## src/design/bus_chk_cfg.svh

```systemverilog
`ifndef BUS_CHK_CFG_SVH
`define BUS_CHK_CFG_SVH

////////////////////////////////////////
// Observed memory bus
////////////////////////////////////////

// Address and write data width of both core ports
`define BUS_AW 32
`define BUS_DW 32

// Address phase checksum carried next to each request
`define ACHK_W 12

////////////////////////////////////////
// Monitor register file
////////////////////////////////////////

// Width of each per-port saturating error counter
`define CNT_W 16

// APB byte address width, enough for four word registers
`define APB_AW 4

// Register offsets within the APB window
`define REG_STATUS 4'h0
`define REG_ICNT   4'h4
`define REG_DCNT   4'h8
`define REG_MASK   4'hC

`endif

```

## src/design/bus_chk_pkg.sv

```systemverilog
`default_nettype none

`include "bus_chk_cfg.svh"

package bus_chk_pkg;

  // Address phase fields of the core memory ports
  typedef logic [`BUS_AW-1:0] addr_t;
  typedef logic [`BUS_DW-1:0] data_t;
  typedef logic [`ACHK_W-1:0] achk_t;

  // Bit 0 of the memory type marks a bufferable access
  typedef logic [1:0] memtype_t;
  typedef logic [2:0] prot_t;
  typedef logic [3:0] be_t;

  // Saturating violation counter
  typedef logic [`CNT_W-1:0] cnt_t;

  // One bit per rule, ordered as in err_idx_e
  typedef logic [6:0] err_vec_t;

  // Bit positions inside err_vec_t
  // Instruction port rules sit in the low nibble
  typedef enum logic [2:0] {
    ERR_I_ACHK  = 3'd0,
    ERR_I_PAR   = 3'd1,
    ERR_I_ALIGN = 3'd2,
    ERR_I_BUF   = 3'd3,
    ERR_D_ACHK  = 3'd4,
    ERR_D_PAR   = 3'd5,
    ERR_D_BUF   = 3'd6
  } err_idx_e;

  // Request side of one port as seen on the bus
  typedef struct packed {
    logic     req;
    logic     reqpar;
    logic     we;
    be_t      be;
    addr_t    addr;
    achk_t    achk;
    memtype_t memtype;
    prot_t    prot;
    logic     dbg;
    data_t    wdata;
  } bus_req_t;

  // Protection values the monitor derives from a request
  typedef struct packed {
    achk_t achk;
    logic  reqpar;
  } req_exp_t;

  // APB slave side, data is as wide as the bus data
  typedef struct packed {
    logic              psel;
    logic              penable;
    logic              pwrite;
    logic [`APB_AW-1:0] paddr;
    data_t             pwdata;
  } apb_req_t;

  typedef struct packed {
    data_t prdata;
    logic  pready;
    logic  pslverr;
  } apb_rsp_t;

endpackage

`default_nettype wire

```

## src/design/achk_decode.sv

```systemverilog
`timescale 1ns/1ps
`default_nettype none

// Rebuilds the protection fields of one port from its request fields
// The fetch port has no write fields, so it uses a reduced form of the checksum
module achk_decode #(
  parameter bit HAS_WDATA = 1'b1
) (
  input  wire bus_chk_pkg::bus_req_t req_i,
  output bus_chk_pkg::req_exp_t      exp_o
);

  logic [3:0]         addr_par;
  logic [3:0]         wdata_par;
  logic               attr_par;
  logic               be_par;
  logic               dbg_par;
  bus_chk_pkg::achk_t achk;

  ////////////////////////////////////////
  // Fields common to both ports
  ////////////////////////////////////////

  // Even parity of each address byte lands in bits 3 to 0
  always_comb begin
    for (int i = 0; i < 4; i++) begin
      addr_par[i] = ^req_i.addr[8*i +: 8];
    end
  end

  // Odd parity over prot and memtype
  assign attr_par = ~^{req_i.prot, req_i.memtype};

  // Odd parity of the debug flag alone
  assign dbg_par = ~^req_i.dbg;

  ////////////////////////////////////////
  // Write related fields
  ////////////////////////////////////////

  if (HAS_WDATA) begin : g_data
    // Odd parity over the byte enables and the write flag
    assign be_par = ~^{req_i.be, req_i.we};

    // Even parity of each write data byte lands in bits 11 to 8
    always_comb begin
      for (int i = 0; i < 4; i++) begin
        wdata_par[i] = ^req_i.wdata[8*i +: 8];
      end
    end
  end else begin : g_fetch
    // A fetch behaves like four set enables with we clear
    // which gives odd parity 1
    assign be_par = 1'b1;

    // No write data on the fetch port
    assign wdata_par = 4'b0000;
  end

  ////////////////////////////////////////
  // Checksum assembly
  ////////////////////////////////////////

  // Bit 7 is reserved and always zero
  assign achk = {wdata_par, 1'b0, dbg_par, be_par, attr_par, addr_par};

  // The request parity is the plain inverse of req, in idle cycles too
  assign exp_o = '{achk: achk, reqpar: ~req_i.req};

endmodule

`default_nettype wire

```

## src/design/bus_integrity_monitor.sv

```systemverilog
`timescale 1ns/1ps
`default_nettype none

// Passive integrity monitor for the fetch and data request ports of the core
// It never drives the observed bus, software reads results over APB
module bus_integrity_monitor (
  input  wire logic                  clk,
  input  wire logic                  rst_ni,
  input  wire bus_chk_pkg::bus_req_t instr_req_i,
  input  wire bus_chk_pkg::bus_req_t data_req_i,
  input  wire bus_chk_pkg::apb_req_t apb_i,
  output bus_chk_pkg::apb_rsp_t      apb_o,
  output logic                       alert_o
);

  bus_chk_pkg::req_exp_t instr_exp;
  bus_chk_pkg::req_exp_t data_exp;
  bus_chk_pkg::err_vec_t err;

  ////////////////////////////////////////
  // Expected protection fields
  ////////////////////////////////////////

  // Fetch port uses the checksum form without write fields
  achk_decode #(
    .HAS_WDATA (1'b0)
  ) u_instr_dec (
    .req_i (instr_req_i),
    .exp_o (instr_exp)
  );

  achk_decode #(
    .HAS_WDATA (1'b1)
  ) u_data_dec (
    .req_i (data_req_i),
    .exp_o (data_exp)
  );

  ////////////////////////////////////////
  // Rule check and reporting
  ////////////////////////////////////////

  // Errors leave here one cycle after the offending request
  req_rule_exec u_exec (
    .clk         (clk),
    .rst_ni      (rst_ni),
    .instr_req_i (instr_req_i),
    .data_req_i  (data_req_i),
    .instr_exp_i (instr_exp),
    .data_exp_i  (data_exp),
    .err_o       (err)
  );

  // Status becomes visible one cycle later again
  integrity_status u_status (
    .clk     (clk),
    .rst_ni  (rst_ni),
    .err_i   (err),
    .apb_i   (apb_i),
    .apb_o   (apb_o),
    .alert_o (alert_o)
  );

endmodule

`default_nettype wire

```

## src/design/integrity_status.sv

```systemverilog
`timescale 1ns/1ps
`default_nettype none

`include "bus_chk_cfg.svh"

// Sticky violation status, per-port counters and alert mask behind an APB slave
module integrity_status (
  input  wire logic                  clk,
  input  wire logic                  rst_ni,
  input  wire bus_chk_pkg::err_vec_t err_i,
  input  wire bus_chk_pkg::apb_req_t apb_i,
  output bus_chk_pkg::apb_rsp_t      apb_o,
  output logic                       alert_o
);

  logic                  apb_access;
  logic                  apb_wr;
  logic                  sel_status;
  logic                  sel_icnt;
  logic                  sel_dcnt;
  logic                  sel_mask;
  logic                  mapped;
  logic                  inc_icnt;
  logic                  inc_dcnt;
  bus_chk_pkg::err_vec_t clr_bits;
  bus_chk_pkg::err_vec_t status_q;
  bus_chk_pkg::err_vec_t mask_q;
  bus_chk_pkg::cnt_t     icnt_q;
  bus_chk_pkg::cnt_t     dcnt_q;
  bus_chk_pkg::data_t    prdata;

  // Next counter value, a clear is overridden by a new error
  function automatic bus_chk_pkg::cnt_t cnt_next(input bus_chk_pkg::cnt_t cnt,
                                                 input logic clr,
                                                 input logic inc);
    bus_chk_pkg::cnt_t base;
    base = clr ? '0 : cnt;
    // Hold at the top value instead of wrapping
    if (inc && (base != '1)) begin
      return base + bus_chk_pkg::cnt_t'(1);
    end
    return base;
  endfunction

  ////////////////////////////////////////
  // APB decode
  ////////////////////////////////////////

  // No wait states, so every access phase completes the transfer
  assign apb_access = apb_i.psel & apb_i.penable;
  assign apb_wr     = apb_access & apb_i.pwrite;

  always_comb begin
    sel_status = 1'b0;
    sel_icnt   = 1'b0;
    sel_dcnt   = 1'b0;
    sel_mask   = 1'b0;
    case (apb_i.paddr)
      `REG_STATUS: sel_status = 1'b1;
      `REG_ICNT:   sel_icnt   = 1'b1;
      `REG_DCNT:   sel_dcnt   = 1'b1;
      `REG_MASK:   sel_mask   = 1'b1;
      default: ;
    endcase
  end

  assign mapped = sel_status | sel_icnt | sel_dcnt | sel_mask;

  ////////////////////////////////////////
  // Status and counters
  ////////////////////////////////////////

  // Ones written to STATUS clear those bits
  assign clr_bits = (apb_wr && sel_status) ? bus_chk_pkg::err_vec_t'(apb_i.pwdata) : '0;

  // A counter steps once per cycle with any violation on its port
  assign inc_icnt = err_i[bus_chk_pkg::ERR_I_ACHK] | err_i[bus_chk_pkg::ERR_I_PAR] |
                    err_i[bus_chk_pkg::ERR_I_ALIGN] | err_i[bus_chk_pkg::ERR_I_BUF];
  assign inc_dcnt = err_i[bus_chk_pkg::ERR_D_ACHK] | err_i[bus_chk_pkg::ERR_D_PAR] |
                    err_i[bus_chk_pkg::ERR_D_BUF];

  always_ff @(posedge clk or negedge rst_ni) begin
    if (!rst_ni) begin
      status_q <= '0;
      icnt_q   <= '0;
      dcnt_q   <= '0;
      mask_q   <= '1;
    end else begin
      // New violations are ORed in after the clear so they are never lost
      status_q <= (status_q & ~clr_bits) | err_i;
      icnt_q   <= cnt_next(icnt_q, apb_wr && sel_icnt, inc_icnt);
      dcnt_q   <= cnt_next(dcnt_q, apb_wr && sel_dcnt, inc_dcnt);
      if (apb_wr && sel_mask) begin
        mask_q <= bus_chk_pkg::err_vec_t'(apb_i.pwdata);
      end
    end
  end

  ////////////////////////////////////////
  // Read path and alert
  ////////////////////////////////////////

  // Read data is only driven during a read access phase
  always_comb begin
    prdata = '0;
    if (apb_access && !apb_i.pwrite) begin
      if (sel_status) begin
        prdata = bus_chk_pkg::data_t'(status_q);
      end else if (sel_icnt) begin
        prdata = bus_chk_pkg::data_t'(icnt_q);
      end else if (sel_dcnt) begin
        prdata = bus_chk_pkg::data_t'(dcnt_q);
      end else if (sel_mask) begin
        prdata = bus_chk_pkg::data_t'(mask_q);
      end
    end
  end

  // Unmapped offsets are flagged in the access phase only
  assign apb_o = '{prdata: prdata, pready: 1'b1, pslverr: apb_access & ~mapped};

  // Any unmasked sticky bit raises the alert
  assign alert_o = |(status_q & mask_q);

endmodule

`default_nettype wire

```

## src/design/req_rule_exec.sv

```systemverilog
`timescale 1ns/1ps
`default_nettype none

// Applies the bus protection and attribute rules to both ports
// The result is flopped once and holds for a single cycle
module req_rule_exec (
  input  wire logic                  clk,
  input  wire logic                  rst_ni,
  input  wire bus_chk_pkg::bus_req_t instr_req_i,
  input  wire bus_chk_pkg::bus_req_t data_req_i,
  input  wire bus_chk_pkg::req_exp_t instr_exp_i,
  input  wire bus_chk_pkg::req_exp_t data_exp_i,
  output bus_chk_pkg::err_vec_t      err_o
);

  logic                  instr_act;
  logic                  data_act;
  logic                  data_load;
  bus_chk_pkg::err_vec_t err_d;
  bus_chk_pkg::err_vec_t err_q;

  // Qualifiers for the rules that only apply to live requests
  assign instr_act = instr_req_i.req;
  assign data_act  = data_req_i.req;
  assign data_load = data_req_i.req & ~data_req_i.we;

  ////////////////////////////////////////
  // Instruction port rules
  ////////////////////////////////////////

  always_comb begin
    err_d = '0;

    // Checksum only means something while a fetch is on the bus
    err_d[bus_chk_pkg::ERR_I_ACHK] = instr_act &&
                                     (instr_req_i.achk != instr_exp_i.achk);

    // Parity also covers the idle level of req
    err_d[bus_chk_pkg::ERR_I_PAR] = instr_req_i.reqpar != instr_exp_i.reqpar;

    // Fetches are always whole words
    err_d[bus_chk_pkg::ERR_I_ALIGN] = instr_act && (instr_req_i.addr[1:0] != 2'b00);

    // Fetches must never be bufferable
    err_d[bus_chk_pkg::ERR_I_BUF] = instr_act && instr_req_i.memtype[0];

    ////////////////////////////////////////
    // Data port rules
    ////////////////////////////////////////

    err_d[bus_chk_pkg::ERR_D_ACHK] = data_act &&
                                     (data_req_i.achk != data_exp_i.achk);

    err_d[bus_chk_pkg::ERR_D_PAR] = data_req_i.reqpar != data_exp_i.reqpar;

    // Stores may be bufferable, only loads are checked
    err_d[bus_chk_pkg::ERR_D_BUF] = data_load && data_req_i.memtype[0];
  end

  // Capture the violations at the edge that samples the request
  always_ff @(posedge clk or negedge rst_ni) begin
    if (!rst_ni) begin
      err_q <= '0;
    end else begin
      err_q <= err_d;
    end
  end

  assign err_o = err_q;

endmodule

`default_nettype wire

```

## config.mk

```make
export PLATFORM = sky130hd
export DESIGN_NAME = bus_integrity_monitor
export DESIGN_NICKNAME = d
export VERILOG_FILES = /design/src/design/bus_chk_pkg.sv /design/src/design/achk_decode.sv /design/src/design/bus_integrity_monitor.sv /design/src/design/integrity_status.sv /design/src/design/req_rule_exec.sv
export VERILOG_INCLUDE_DIRS = /design/src /design/src/design
export SDC_FILE = /design/constraint.sdc
export NUM_CORES = 1
export LEC_CHECK = 0
export ABC_CLOCK_PERIOD_IN_PS = 5500
export BUFFER_PORTS_ARGS = -buffer_cell sky130_fd_sc_hd__buf_2
export CAP_MARGIN = 10
export CORE_MARGIN = 4
export CORE_UTILIZATION = 45
export CTS_CLUSTER_DIAMETER = 120
export DETAILED_ROUTE_END_ITERATION = 6
export PLACE_DENSITY = 0.83
export SYNTH_ARGS = -nofsm -noshare
export SYNTH_HDL_FRONTEND = slang
export SYNTH_SLANG_ARGS = --single-unit
```

## constraint.sdc

```tcl
create_clock -name clk -period 5.5 [get_ports clk]
set_input_delay 0.825 -clock clk [delete_from_list [all_inputs] [get_ports clk]]
set_output_delay 0.825 -clock clk [all_outputs]
set_load 0.01 [all_outputs]
```

==> results of run 1 <==
[registers in the layout (all words and copies together), names as in the netlist]
name               count
u_status.icnt_q       16
u_status.mask_q        7
u_exec.err_o           7
u_status.dcnt_q       16
u_status.status_q      7
[logic make-up after synthesis]
group                    after synthesis  synth area share
AO/OA/AOI/OAI                         79             0.127
XOR/XNOR                             124             0.285
adder cells (fa/ha/maj)                2           0.00597
buffers and inverters                 32            0.0460
flip-flops                            53             0.319
multiplexers                          15            0.0400
other                                  2           0.00179
AND/OR/NAND/NOR                      136             0.175
[where the power goes]
part / internal [uW] / switching [uW] / total [uW] / leakage, uW
registers: 459 / 78.7 / 537 / 0.000638
logic: 251 / 220 / 472 / 0.00166
clock network: 137 / 131 / 268 / 0.0000554
[area by class of cell]
| type | instances | area, um^2 |
|---|---|---|
| sequential | 53 | 1340 |
| inverter | 6 | 22.5 |
| clock buffer | 6 | 72.6 |
| tap | 108 | 135 |
| fill | 775 | 3680 |
| timing repair buffer | 176 | 886 |
| multi-input combinational | 373 | 2720 |
| clock inverter | 2 | 38.8 |
[final timing paths]
| check | start | to | slack, ns | cells past startpoint |
|---|---|---|---|---|
| worst min-delay path | u_exec.err_o[3] | u_status.status_q[3] | 0.46 | 1 |
| worst max-delay path | apb_i[34] | apb_o[9] | 2.23 | 6 |
| worst max register to register | u_status.icnt_q[0] | u_status.icnt_q[5] | 3.46 | 6 |
| min in group asynchronous | rst_ni | u_status.icnt_q[9] | 0.63 | 2 |
| worst min register to register | u_exec.err_o[3] | u_status.status_q[3] | 0.46 | 1 |
| max in group asynchronous | rst_ni | u_status.dcnt_q[15] | 4.42 | 2 |
[synth_stat cells (all sizes together) (3+ instances only)]
cell | number | area, um^2
xnor2 | 88 | 771
nand4 | 7 | 43.8
dfrtp | 46 | 1150
clkbuf | 4 | 15.0
xnor3 | 8 | 180
a31oi | 4 | 25.0
nor3 | 3 | 15.0
buf | 22 | 155
o2111ai | 4 | 35.0
a22oi | 13 | 97.6
nor4 | 5 | 37.5
inv | 6 | 22.5
or4 | 4 | 30.0
a21oi | 22 | 110
o21ai | 10 | 50.1
nor2 | 21 | 86.3
and3 | 11 | 68.8
nand2 | 44 | 165
mux2 | 14 | 158
a21o | 9 | 67.6
and2 | 7 | 43.8
o31ai | 3 | 22.5
or3 | 6 | 37.5
dfstp | 7 | 184
a211oi | 5 | 42.5
xor2 | 28 | 245
nand3 | 13 | 65.1
[per-layer routing]
| metal | global-route usage | vias to the layer above | part of all wire |
|---|---|---|---|
| met5 | 0 | - | 0 |
| met4 | 0.0494 | 0 | 0.016 |
| met3 | 0.0410 | 16 | 0.085 |
| met2 | 0.385 | 194 | 0.52 |
| met1 | 0.254 | 1839 | 0.38 |
| li1 | - | 1867 | - |
[stage by stage]
| step | hold WS, ns | cells | instance area (um^2) |
|---|---|---|---|
| after floorplan | 0.419 | 458 | 4250 |
| after global placement | 0.426 | 716 | 5100 |
| after detailed placement | 0.439 | 716 | 5100 |
| after CTS | 0.462 | 724 | 5210 |
| after global routing | 0.496 | 724 | 5210 |
| final | 0.462 | 724 | 5210 |
==> flow_summary.toml, run 1 <==
[worst_setup_path]
crit_slowest_cell = "nor4_2"
cp-start-kind = "input port"
worstSetupPathType = "in2out"
cpPeakStageDelay_ns = 0.74
path_cells = "buf_2, nor4_2, or2_1, a21o_1, a21oi_1, buf_2"
crit_required_ns = 4.68
critical_path.max_fanout = 14
cp_top_family = "simple AND/OR/NAND/NOR gates"
arrival_ns = 2.44
critPathMostFrequentCell = "buf_2"
path_buf_inv = 2
endpoint_kind = "output port"

[yosys]
syn_avg_cell_area_um2 = 9.46
synth-seq-cells = 53
syn-cell-area_mm2 = 0.00419
synthFlopType = "dfrtp_1"
synthCells = 443
ys_warn_count = 0
synthArstFlopShare = 1.00
synth_edf_count = 0
synth_cell_types = 57
ys_seq_area_frac = 0.319

[placed_design]
routabilityCongestion = 0.880
pre_cts_slack_ns = 2.23
io_buffers = 174
dp_hpwl_um = 9930

[clock_tree]
cts.clk_slew.worst_paths_ns = 0.10
cts.htree.levels = 2
cts_tree = "done"
cts_buffers = 5
cts.sinks = 53
ctsHoldBuffers = 0
cts_root_buf = "clkbuf_8"
cts.path.max_buffers = 2
clk_latency_ns = 0.31
cts.repair.resized = 0
cts_setup_buffers = 0

[route]
drtAntennaViolNets = 0
routedWlPerCell_um = 16.3
wirelength_um = 11800
routed-via-count = 3916
route.detailed.drc = 0
drt_iter0_markers = 283
via_per_inst = 5.41
dr.pass1.iters = 5

[timing]
drv_slew = 0
finalCritPeriodShare = 0.594
max_freq_mhz = 306
relSlewSlack = 0.461
worst_slew_pin_slew_ns = 0.802
rsz0062_at_grt = "no"
clock_skew_ns = 0.00934
post-route-min-period_ns = 3.27
fin_tns_setup_ns = 0
worst_slack_ns = 2.23
setup_viol = 0
finalHoldViolCount = 0

[global_routing]
grt_pass1_vias = 4104
grt_pass1_wl_um = 19000
grt.overflow.total = 0
grt_max_degree = 54
gr-usage-all-layers = 0.211
antenna_found_initial = 0

[final_layout]
drive_above_1_share = 0.344
nets = 836
final_common_cell = "buf_2"
final_util = 0.586
antenna_cells = 0
area_delta_synth_final_pct = 24.3
final_cell_mix = "174 x buf_2, 88 x xnor2_1, 46 x dfrtp_1"

[floorplan]
die_area_mm2 = 0.0109
die_y_um = 105
initial_utilization = 0.471
rows = 34
core_area_mm2 = 0.00889
top_level_ports = 254
die_width_um = 105

[power_and_ir_drop]
peakVddDrop_mv = 0.139
p_leak_uw = 0.00235
power.density_mw_per_mm2 = 245
p_total_uw = 1280

[job]
drv_cap = 0

[min_path]
hold_class = "reg2reg"

[run_status]
outcome = "complete, no violations"
(Power assumes the default switching activity.)
==> inputs of run 2 (changes only) <==
--- a/config.mk
+++ b/config.mk
@@ -6,14 +6,15 @@
 export SDC_FILE = /design/constraint.sdc
 export NUM_CORES = 1
 export LEC_CHECK = 0
-export ABC_CLOCK_PERIOD_IN_PS = 5500
+export ABC_AREA = 1
+export ABC_CLOCK_PERIOD_IN_PS = 2900
 export BUFFER_PORTS_ARGS = -buffer_cell sky130_fd_sc_hd__buf_2
 export CAP_MARGIN = 10
 export CORE_MARGIN = 4
-export CORE_UTILIZATION = 45
+export CORE_UTILIZATION = 44
 export CTS_CLUSTER_DIAMETER = 120
 export DETAILED_ROUTE_END_ITERATION = 6
-export PLACE_DENSITY = 0.83
+export PLACE_DENSITY = 0.79
 export SYNTH_ARGS = -nofsm -noshare
 export SYNTH_HDL_FRONTEND = slang
 export SYNTH_SLANG_ARGS = --single-unit
==> constraint.sdc (replaced) <==
create_clock -name clk -period 2.9 [get_ports clk]
set_input_delay 0.435 -clock clk [delete_from_list [all_inputs] [get_ports clk]]
set_output_delay 0.435 -clock clk [all_outputs]
set_load 0.01 [all_outputs]
==> flow_summary.toml, run 2 <==
[final_layout]
nets = 1301
reg_top3 = "u_status.dcnt_q: 16 flops, u_status.icnt_q: 16 flops"
fin_cells = 1249
seq_area_mm2 = 0.00134
final_cell_mix = "361 x nand2_1, 174 x buf_2, 142 x inv_1"
fillers = 1252
multi_input_area_mm2 = 0.00346
area_delta_synth_final_pct = 19.9
antenna_cells = 0
final_common_cell = "nand2_1"
final_util = 0.544
drive_above_1_share = 0.209

[worst_setup_path]
path_cells = "buf_2, nor2_4, nand2_4, inv_1, a21oi_1, a211oi_1, buf_2"
crit_slowest_cell = "a211oi_1"
endpoint_kind = "output port"
cp-start-kind = "input port"
worstSetupPathType = "in2out"
critPathMostFrequentCell = "buf_2"
arrival_ns = 1.92
reg2regPathDepth = 8
crit_required_ns = 2.47
critical_path.max_fanout = 12
cpPeakStageDelay_ns = 0.37

[clock_tree]
cts.sinks = 53
cts_root_buf = "clkbuf_16"
ctsHoldBuffers = 0
cts.path.max_buffers = 2
cts.repair.resized = 0
cts_tree = "done"
cts_setup_buffers = 0
cts.htree.levels = 2
cts.clk_slew.worst_paths_ns = 0.07
cts_buffers = 5
clk_latency_ns = 0.29

[floorplan]
die_y_um = 120
top_level_ports = 254
initial_utilization = 0.454
die_width_um = 120
rows = 40
die_area_mm2 = 0.0143
core_area_mm2 = 0.0121

[min_path]
hold_class = "in2async"

[job]
drv_cap = 0

[yosys]
synthXorXnorAreaFrac = 0.112
synthArstFlopShare = 1.00
synth_compound_area_frac = 0.0774
yosysTopAreaCell = "nand2_1"
synth_top_family_by_area = "simple AND/OR/NAND/NOR gates"
syn_avg_cell_area_um2 = 6.04
synth_edf_count = 0
synth_most_common_cell = "nand2_1"
synth_common_cells = "361 x nand2_1, 142 x inv_1, 78 x nor2_1, 52 x xnor2_1, 47 x nand3_1"
synthFlopType = "dfrtp_1"
ys_seq_area_frac = 0.243
synth_cell_types = 41
synth_top_area_frac = 0.246
synthAdderAreaFrac = 0.00455
ys_warn_count = 0
synth-seq-cells = 53
synthCells = 910
syn-cell-area_mm2 = 0.00550
synth_simple_gate_area_frac = 0.425
synthTopCellsByArea = "nand2_1 25%, dfrtp_1 21%, inv_1 9.7%"
synth.area.mux_share = 0

[global_routing]
gr-usage-all-layers = 0.191
grt.overflow.total = 0
antenna_found_initial = 1
grt_pass1_vias = 5359
grt_pass1_wl_um = 23200
grt_max_degree = 29

[run_status]
outcome = "complete, no violations"

[route]
route.detailed.drc = 0
via_per_inst = 4.67
dr.pass1.iters = 5
wirelength_um = 13700
wl_met2_um = 6650
routedWlPerCell_um = 11.0
top_layer = "met5"
drt_iter0_markers = 298
routed-via-count = 5832
drtAntennaViolNets = 0
met1_length_um = 5790
dr_wl_met3_um = 1080

[timing]
setup_viol = 0
post-route-min-period_ns = 2.36
finalCritPeriodShare = 0.814
relSlewSlack = 0.601
finalHoldViolCount = 0
rsz0062_at_grt = "no"
worst_slew_pin_slew_ns = 0.598
timing.hold.ws_ns = 0.143
drv_slew = 0
clock_skew_ns = 0.00463
max_freq_mhz = 424
fin_tns_setup_ns = 0
worst_slack_ns = 0.541

[power_and_ir_drop]
power.density_mw_per_mm2 = 460
p_leak_uw = 0.00377
peakVddDrop_mv = 0.244

[placed_design]
routabilityCongestion = 0.912
dp_hpwl_um = 11700
io_buffers = 174
dp_cells = 1241
pre_cts_slack_ns = 0.330
run 2: changes by cell type after synthesis, sizes merged, moves of 8 or more:
cell / delta
nand2: +324
a22oi: -13
a21o: -9
nand3: +36
a21oi: -9
nor2: +73
xor2: -10
xnor2: -36
inv: +139
xnor3: -8
mux2: -14
o21ai: +29
and3: -11
run 2: cell type report:
cell class | instances | share of cell area
well taps | 168 | 0.0319
flip-flops and latches | 53 | 0.202
inverters | 145 | 0.0829
multi-input cells | 700 | 0.525
repair buffers | 175 | 0.135
clock buffers | 5 | 0.0190
clock inverters | 3 | 0.00323
run 2: cells by family (layout without fill, tap and decap cells):
| family | after synthesis | after routing |
|---|---|---|
| adder cells (fa/ha/maj) | 2 | 2 |
| buffers and inverters | 172 | 328 |
| XOR/XNOR | 70 | 70 |
| AND/OR/NAND/NOR | 542 | 542 |
| flip-flops | 53 | 53 |
| other | 2 | 17 |
| AO/OA/AOI/OAI | 69 | 69 |
run 2: where the power goes:
| part | switching (uW) | total [uW] | internal (uW) |
|---|---|---|---|
| Sequential | 168 | 1100 | 929 |
| Combinational | 798 | 1340 | 540 |
| Clock | 278 | 600 | 322 |
| Total | 1240 | 3040 | 1790 |
run 2: worst max-delay path: cells and delay by family:
family	cells	cell delay (ns)
buffers and inverters	3	0.63
and+or+nand+nor	2	0.38
AOI/OAI and AO/OA	2	0.48
run 2: worst paths after layout:
kind                                        end          startpoint  slack (ns)
setup / recovery                       apb_o[3]           apb_i[33]        0.54
hold / removal              u_status.dcnt_q[14]              rst_ni        0.14
setup reg to reg             u_status.icnt_q[0]  u_status.icnt_q[1]        0.89
hold reg to reg            u_status.status_q[2]     u_exec.err_o[2]        0.45
max in group asynchronous    u_status.mask_q[2]              rst_ni        2.11
min in group clk                u_exec.err_o[5]      data_req_i[87]        0.32
run 2: routing by layer:
layer / up-vias / global-route usage
met5: - / 0
met4: 2 / 0.0394
met3: 19 / 0.0429
met2: 185 / 0.340
met1: 2536 / 0.235
li1: 3090 / -
run 2: metrics by stage:
| step | area, um^2 | total power, uW |
|---|---|---|
| after floorplan | 5550 | 2090 |
| after global placement | 6450 | 2410 |
| after detailed placement | 6450 | 2440 |
| after CTS | 6590 | 3050 |
| after global routing | 6590 | 3310 |
| final | 6590 | 3040 |
==> inputs of run 3 (changes only) <==
--- a/config.mk
+++ b/config.mk
@@ -7,14 +7,14 @@
 export NUM_CORES = 1
 export LEC_CHECK = 0
 export ABC_AREA = 1
-export ABC_CLOCK_PERIOD_IN_PS = 2900
+export ABC_CLOCK_PERIOD_IN_PS = 2200
 export BUFFER_PORTS_ARGS = -buffer_cell sky130_fd_sc_hd__buf_2
 export CAP_MARGIN = 10
 export CORE_MARGIN = 4
-export CORE_UTILIZATION = 44
+export CORE_UTILIZATION = 45
 export CTS_CLUSTER_DIAMETER = 120
 export DETAILED_ROUTE_END_ITERATION = 6
-export PLACE_DENSITY = 0.79
+export PLACE_DENSITY = 0.77
 export SYNTH_ARGS = -nofsm -noshare
 export SYNTH_HDL_FRONTEND = slang
 export SYNTH_SLANG_ARGS = --single-unit
==> constraint.sdc (replaced) <==
create_clock -name clk -period 2.2 [get_ports clk]
set_input_delay 0.33 -clock clk [delete_from_list [all_inputs] [get_ports clk]]
set_output_delay 0.33 -clock clk [all_outputs]
set_load 0.01 [all_outputs]
==> flow_summary.toml, run 3 (synthesis results as in run 2) <==
[final_layout]
reg_top3 = "u_status.dcnt_q: 16 flops, u_status.icnt_q: 16 flops"
fin_cells = 1251
antenna_cells = 0
final_common_cell = "nand2_1"
drive_above_1_share = 0.226
area_delta_synth_final_pct = 22.9
finalInstanceArea_mm2 = 0.00676
final_util = 0.565
final_cell_mix = "361 x nand2_1, 174 x buf_2, 142 x inv_1"
nets = 1324

[global_routing]
grt_max_degree = 24
grt.overflow.total = 0
use_met1 = 0.242
busiest_layer = "met2"
antenna_found_initial = 0
gr-usage-all-layers = 0.199
use_met2 = 0.359
grt_pass1_vias = 5458
grt.met3_usage = 0.0383
grt_pass1_wl_um = 23600

[route]
routed-via-count = 5886
via_per_inst = 4.71
wirelength_um = 14000
dr.pass1.iters = 6
drt_iter0_markers = 324
route.detailed.drc = 0
drtAntennaViolNets = 0
routedWlPerCell_um = 11.2

[timing]
relSlewSlack = 0.638
drv_slew = 0
rsz0062_at_grt = "no"
setup_viol = 0
finalHoldViolCount = 0
clock_skew_ns = 0.00611
worst_slew_pin_slew_ns = 0.543
fin_tns_setup_ns = 0
max_freq_mhz = 494
finalCritPeriodShare = 0.921
post-route-min-period_ns = 2.03

[worst_setup_path]
path_cells = "buf_2, inv_4, nor2_4, nand2_4, inv_1, a21oi_1, a211oi_1, buf_2"
critical_path.max_fanout = 8
cp_top_family = "buffers and inverters"
endpoint_kind = "output port"
crit_slowest_cell = "a211oi_1"
path_buf_inv = 4
arrival_ns = 1.70
cpPeakStageDelay_ns = 0.38
worstSetupPathType = "in2out"
cp-start-kind = "input port"
critPathMostFrequentCell = "buf_2"
crit_required_ns = 1.87

[floorplan]
initial_utilization = 0.460
top_level_ports = 254
die_area_mm2 = 0.0140
core_area_mm2 = 0.0120
die_y_um = 119
die_width_um = 119
rows = 40

[power_and_ir_drop]
p_clk_frac = 0.199
p_seq_frac = 0.352
netSwitchingFraction = 0.412
pwr-share-comb = 0.449
peakVddDrop_mv = 0.467
p_sw_uw = 1690
p_leak_uw = 0.00388
p_int_uw = 2420
power.density_mw_per_mm2 = 608

[placed_design]
placed_area_mm2 = 0.00661
io_buffers = 174
routabilityCongestion = 0.881
dp_hpwl_um = 12000
dp_cells = 1243

[clock_tree]
clk_latency_ns = 0.30
cts_root_buf = "clkbuf_16"
cts.htree.levels = 2
ctsHoldBuffers = 0
cts_tree = "done"
cts_setup_buffers = 0
cts_buffers = 5
cts.clk_slew.worst_paths_ns = 0.07
cts.repair.resized = 0
cts.path.max_buffers = 2
cts.sinks = 53

[job]
drv_cap = 0

[min_path]
hold_class = "in2async"

[run_status]
outcome = "complete, no violations"
-- run 3: cell type report --
| type | count | area (um^2) |
|---|---|---|
| inverter | 145 | 547 |
| fill | 1212 | 5200 |
| multi-input combinational | 700 | 3460 |
| sequential | 53 | 1340 |
| clock inverter | 3 | 25.0 |
| clock buffer | 5 | 125 |
| timing repair buffer | 198 | 1080 |
| tap | 147 | 184 |
-- run 3: worst paths after layout --
kind                                              to  cells after the start                from  slack (ns)
worst min register to register  u_status.status_q[0]                      2     u_exec.err_o[0]        0.45
worst max-delay path                        apb_o[6]                      8           apb_i[34]        0.17
min in group clk                     u_exec.err_o[1]                      2     instr_req_i[87]        0.20
worst max register to register    u_status.icnt_q[6]                      9  u_status.icnt_q[1]        0.37
max in group asynchronous         u_status.mask_q[5]                      2              rst_ni        1.49
worst min-delay path             u_status.dcnt_q[14]                      1              rst_ni       0.007
-- run 3: routing by layer --
metal / wire length [um] / vias up
li1: - / 3135
met1: 5830 / 2552
met2: 6930 / 183
met3: 1060 / 16
met4: 195 / 0
met5: 0 / -
-- run 3: power by group through the flow --
stage | logic (uW) | registers [uW] | clock network [uW]
floorplan | 1370 | 1380 | 0
global placement | 1790 | 1460 | 0
finish | 1850 | 1450 | 817
CTS | 1850 | 1440 | 836
detailed placement | 1840 | 1460 | 0
global route | 2130 | 1480 | 872
-- run 3: through the flow --
step           total power, uW  setup slack, ns  hold WS (ns)
2_1_floorplan             2750           0.0992        0.0344
3_3_place_gp              3240            0.104         0.355
3_5_place_dp              3300           0.0774         0.353
4_1_cts                   4130            0.241        0.0332
5_1_grt                   4480           0.0822        0.0624
6_report                  4110            0.174       0.00728
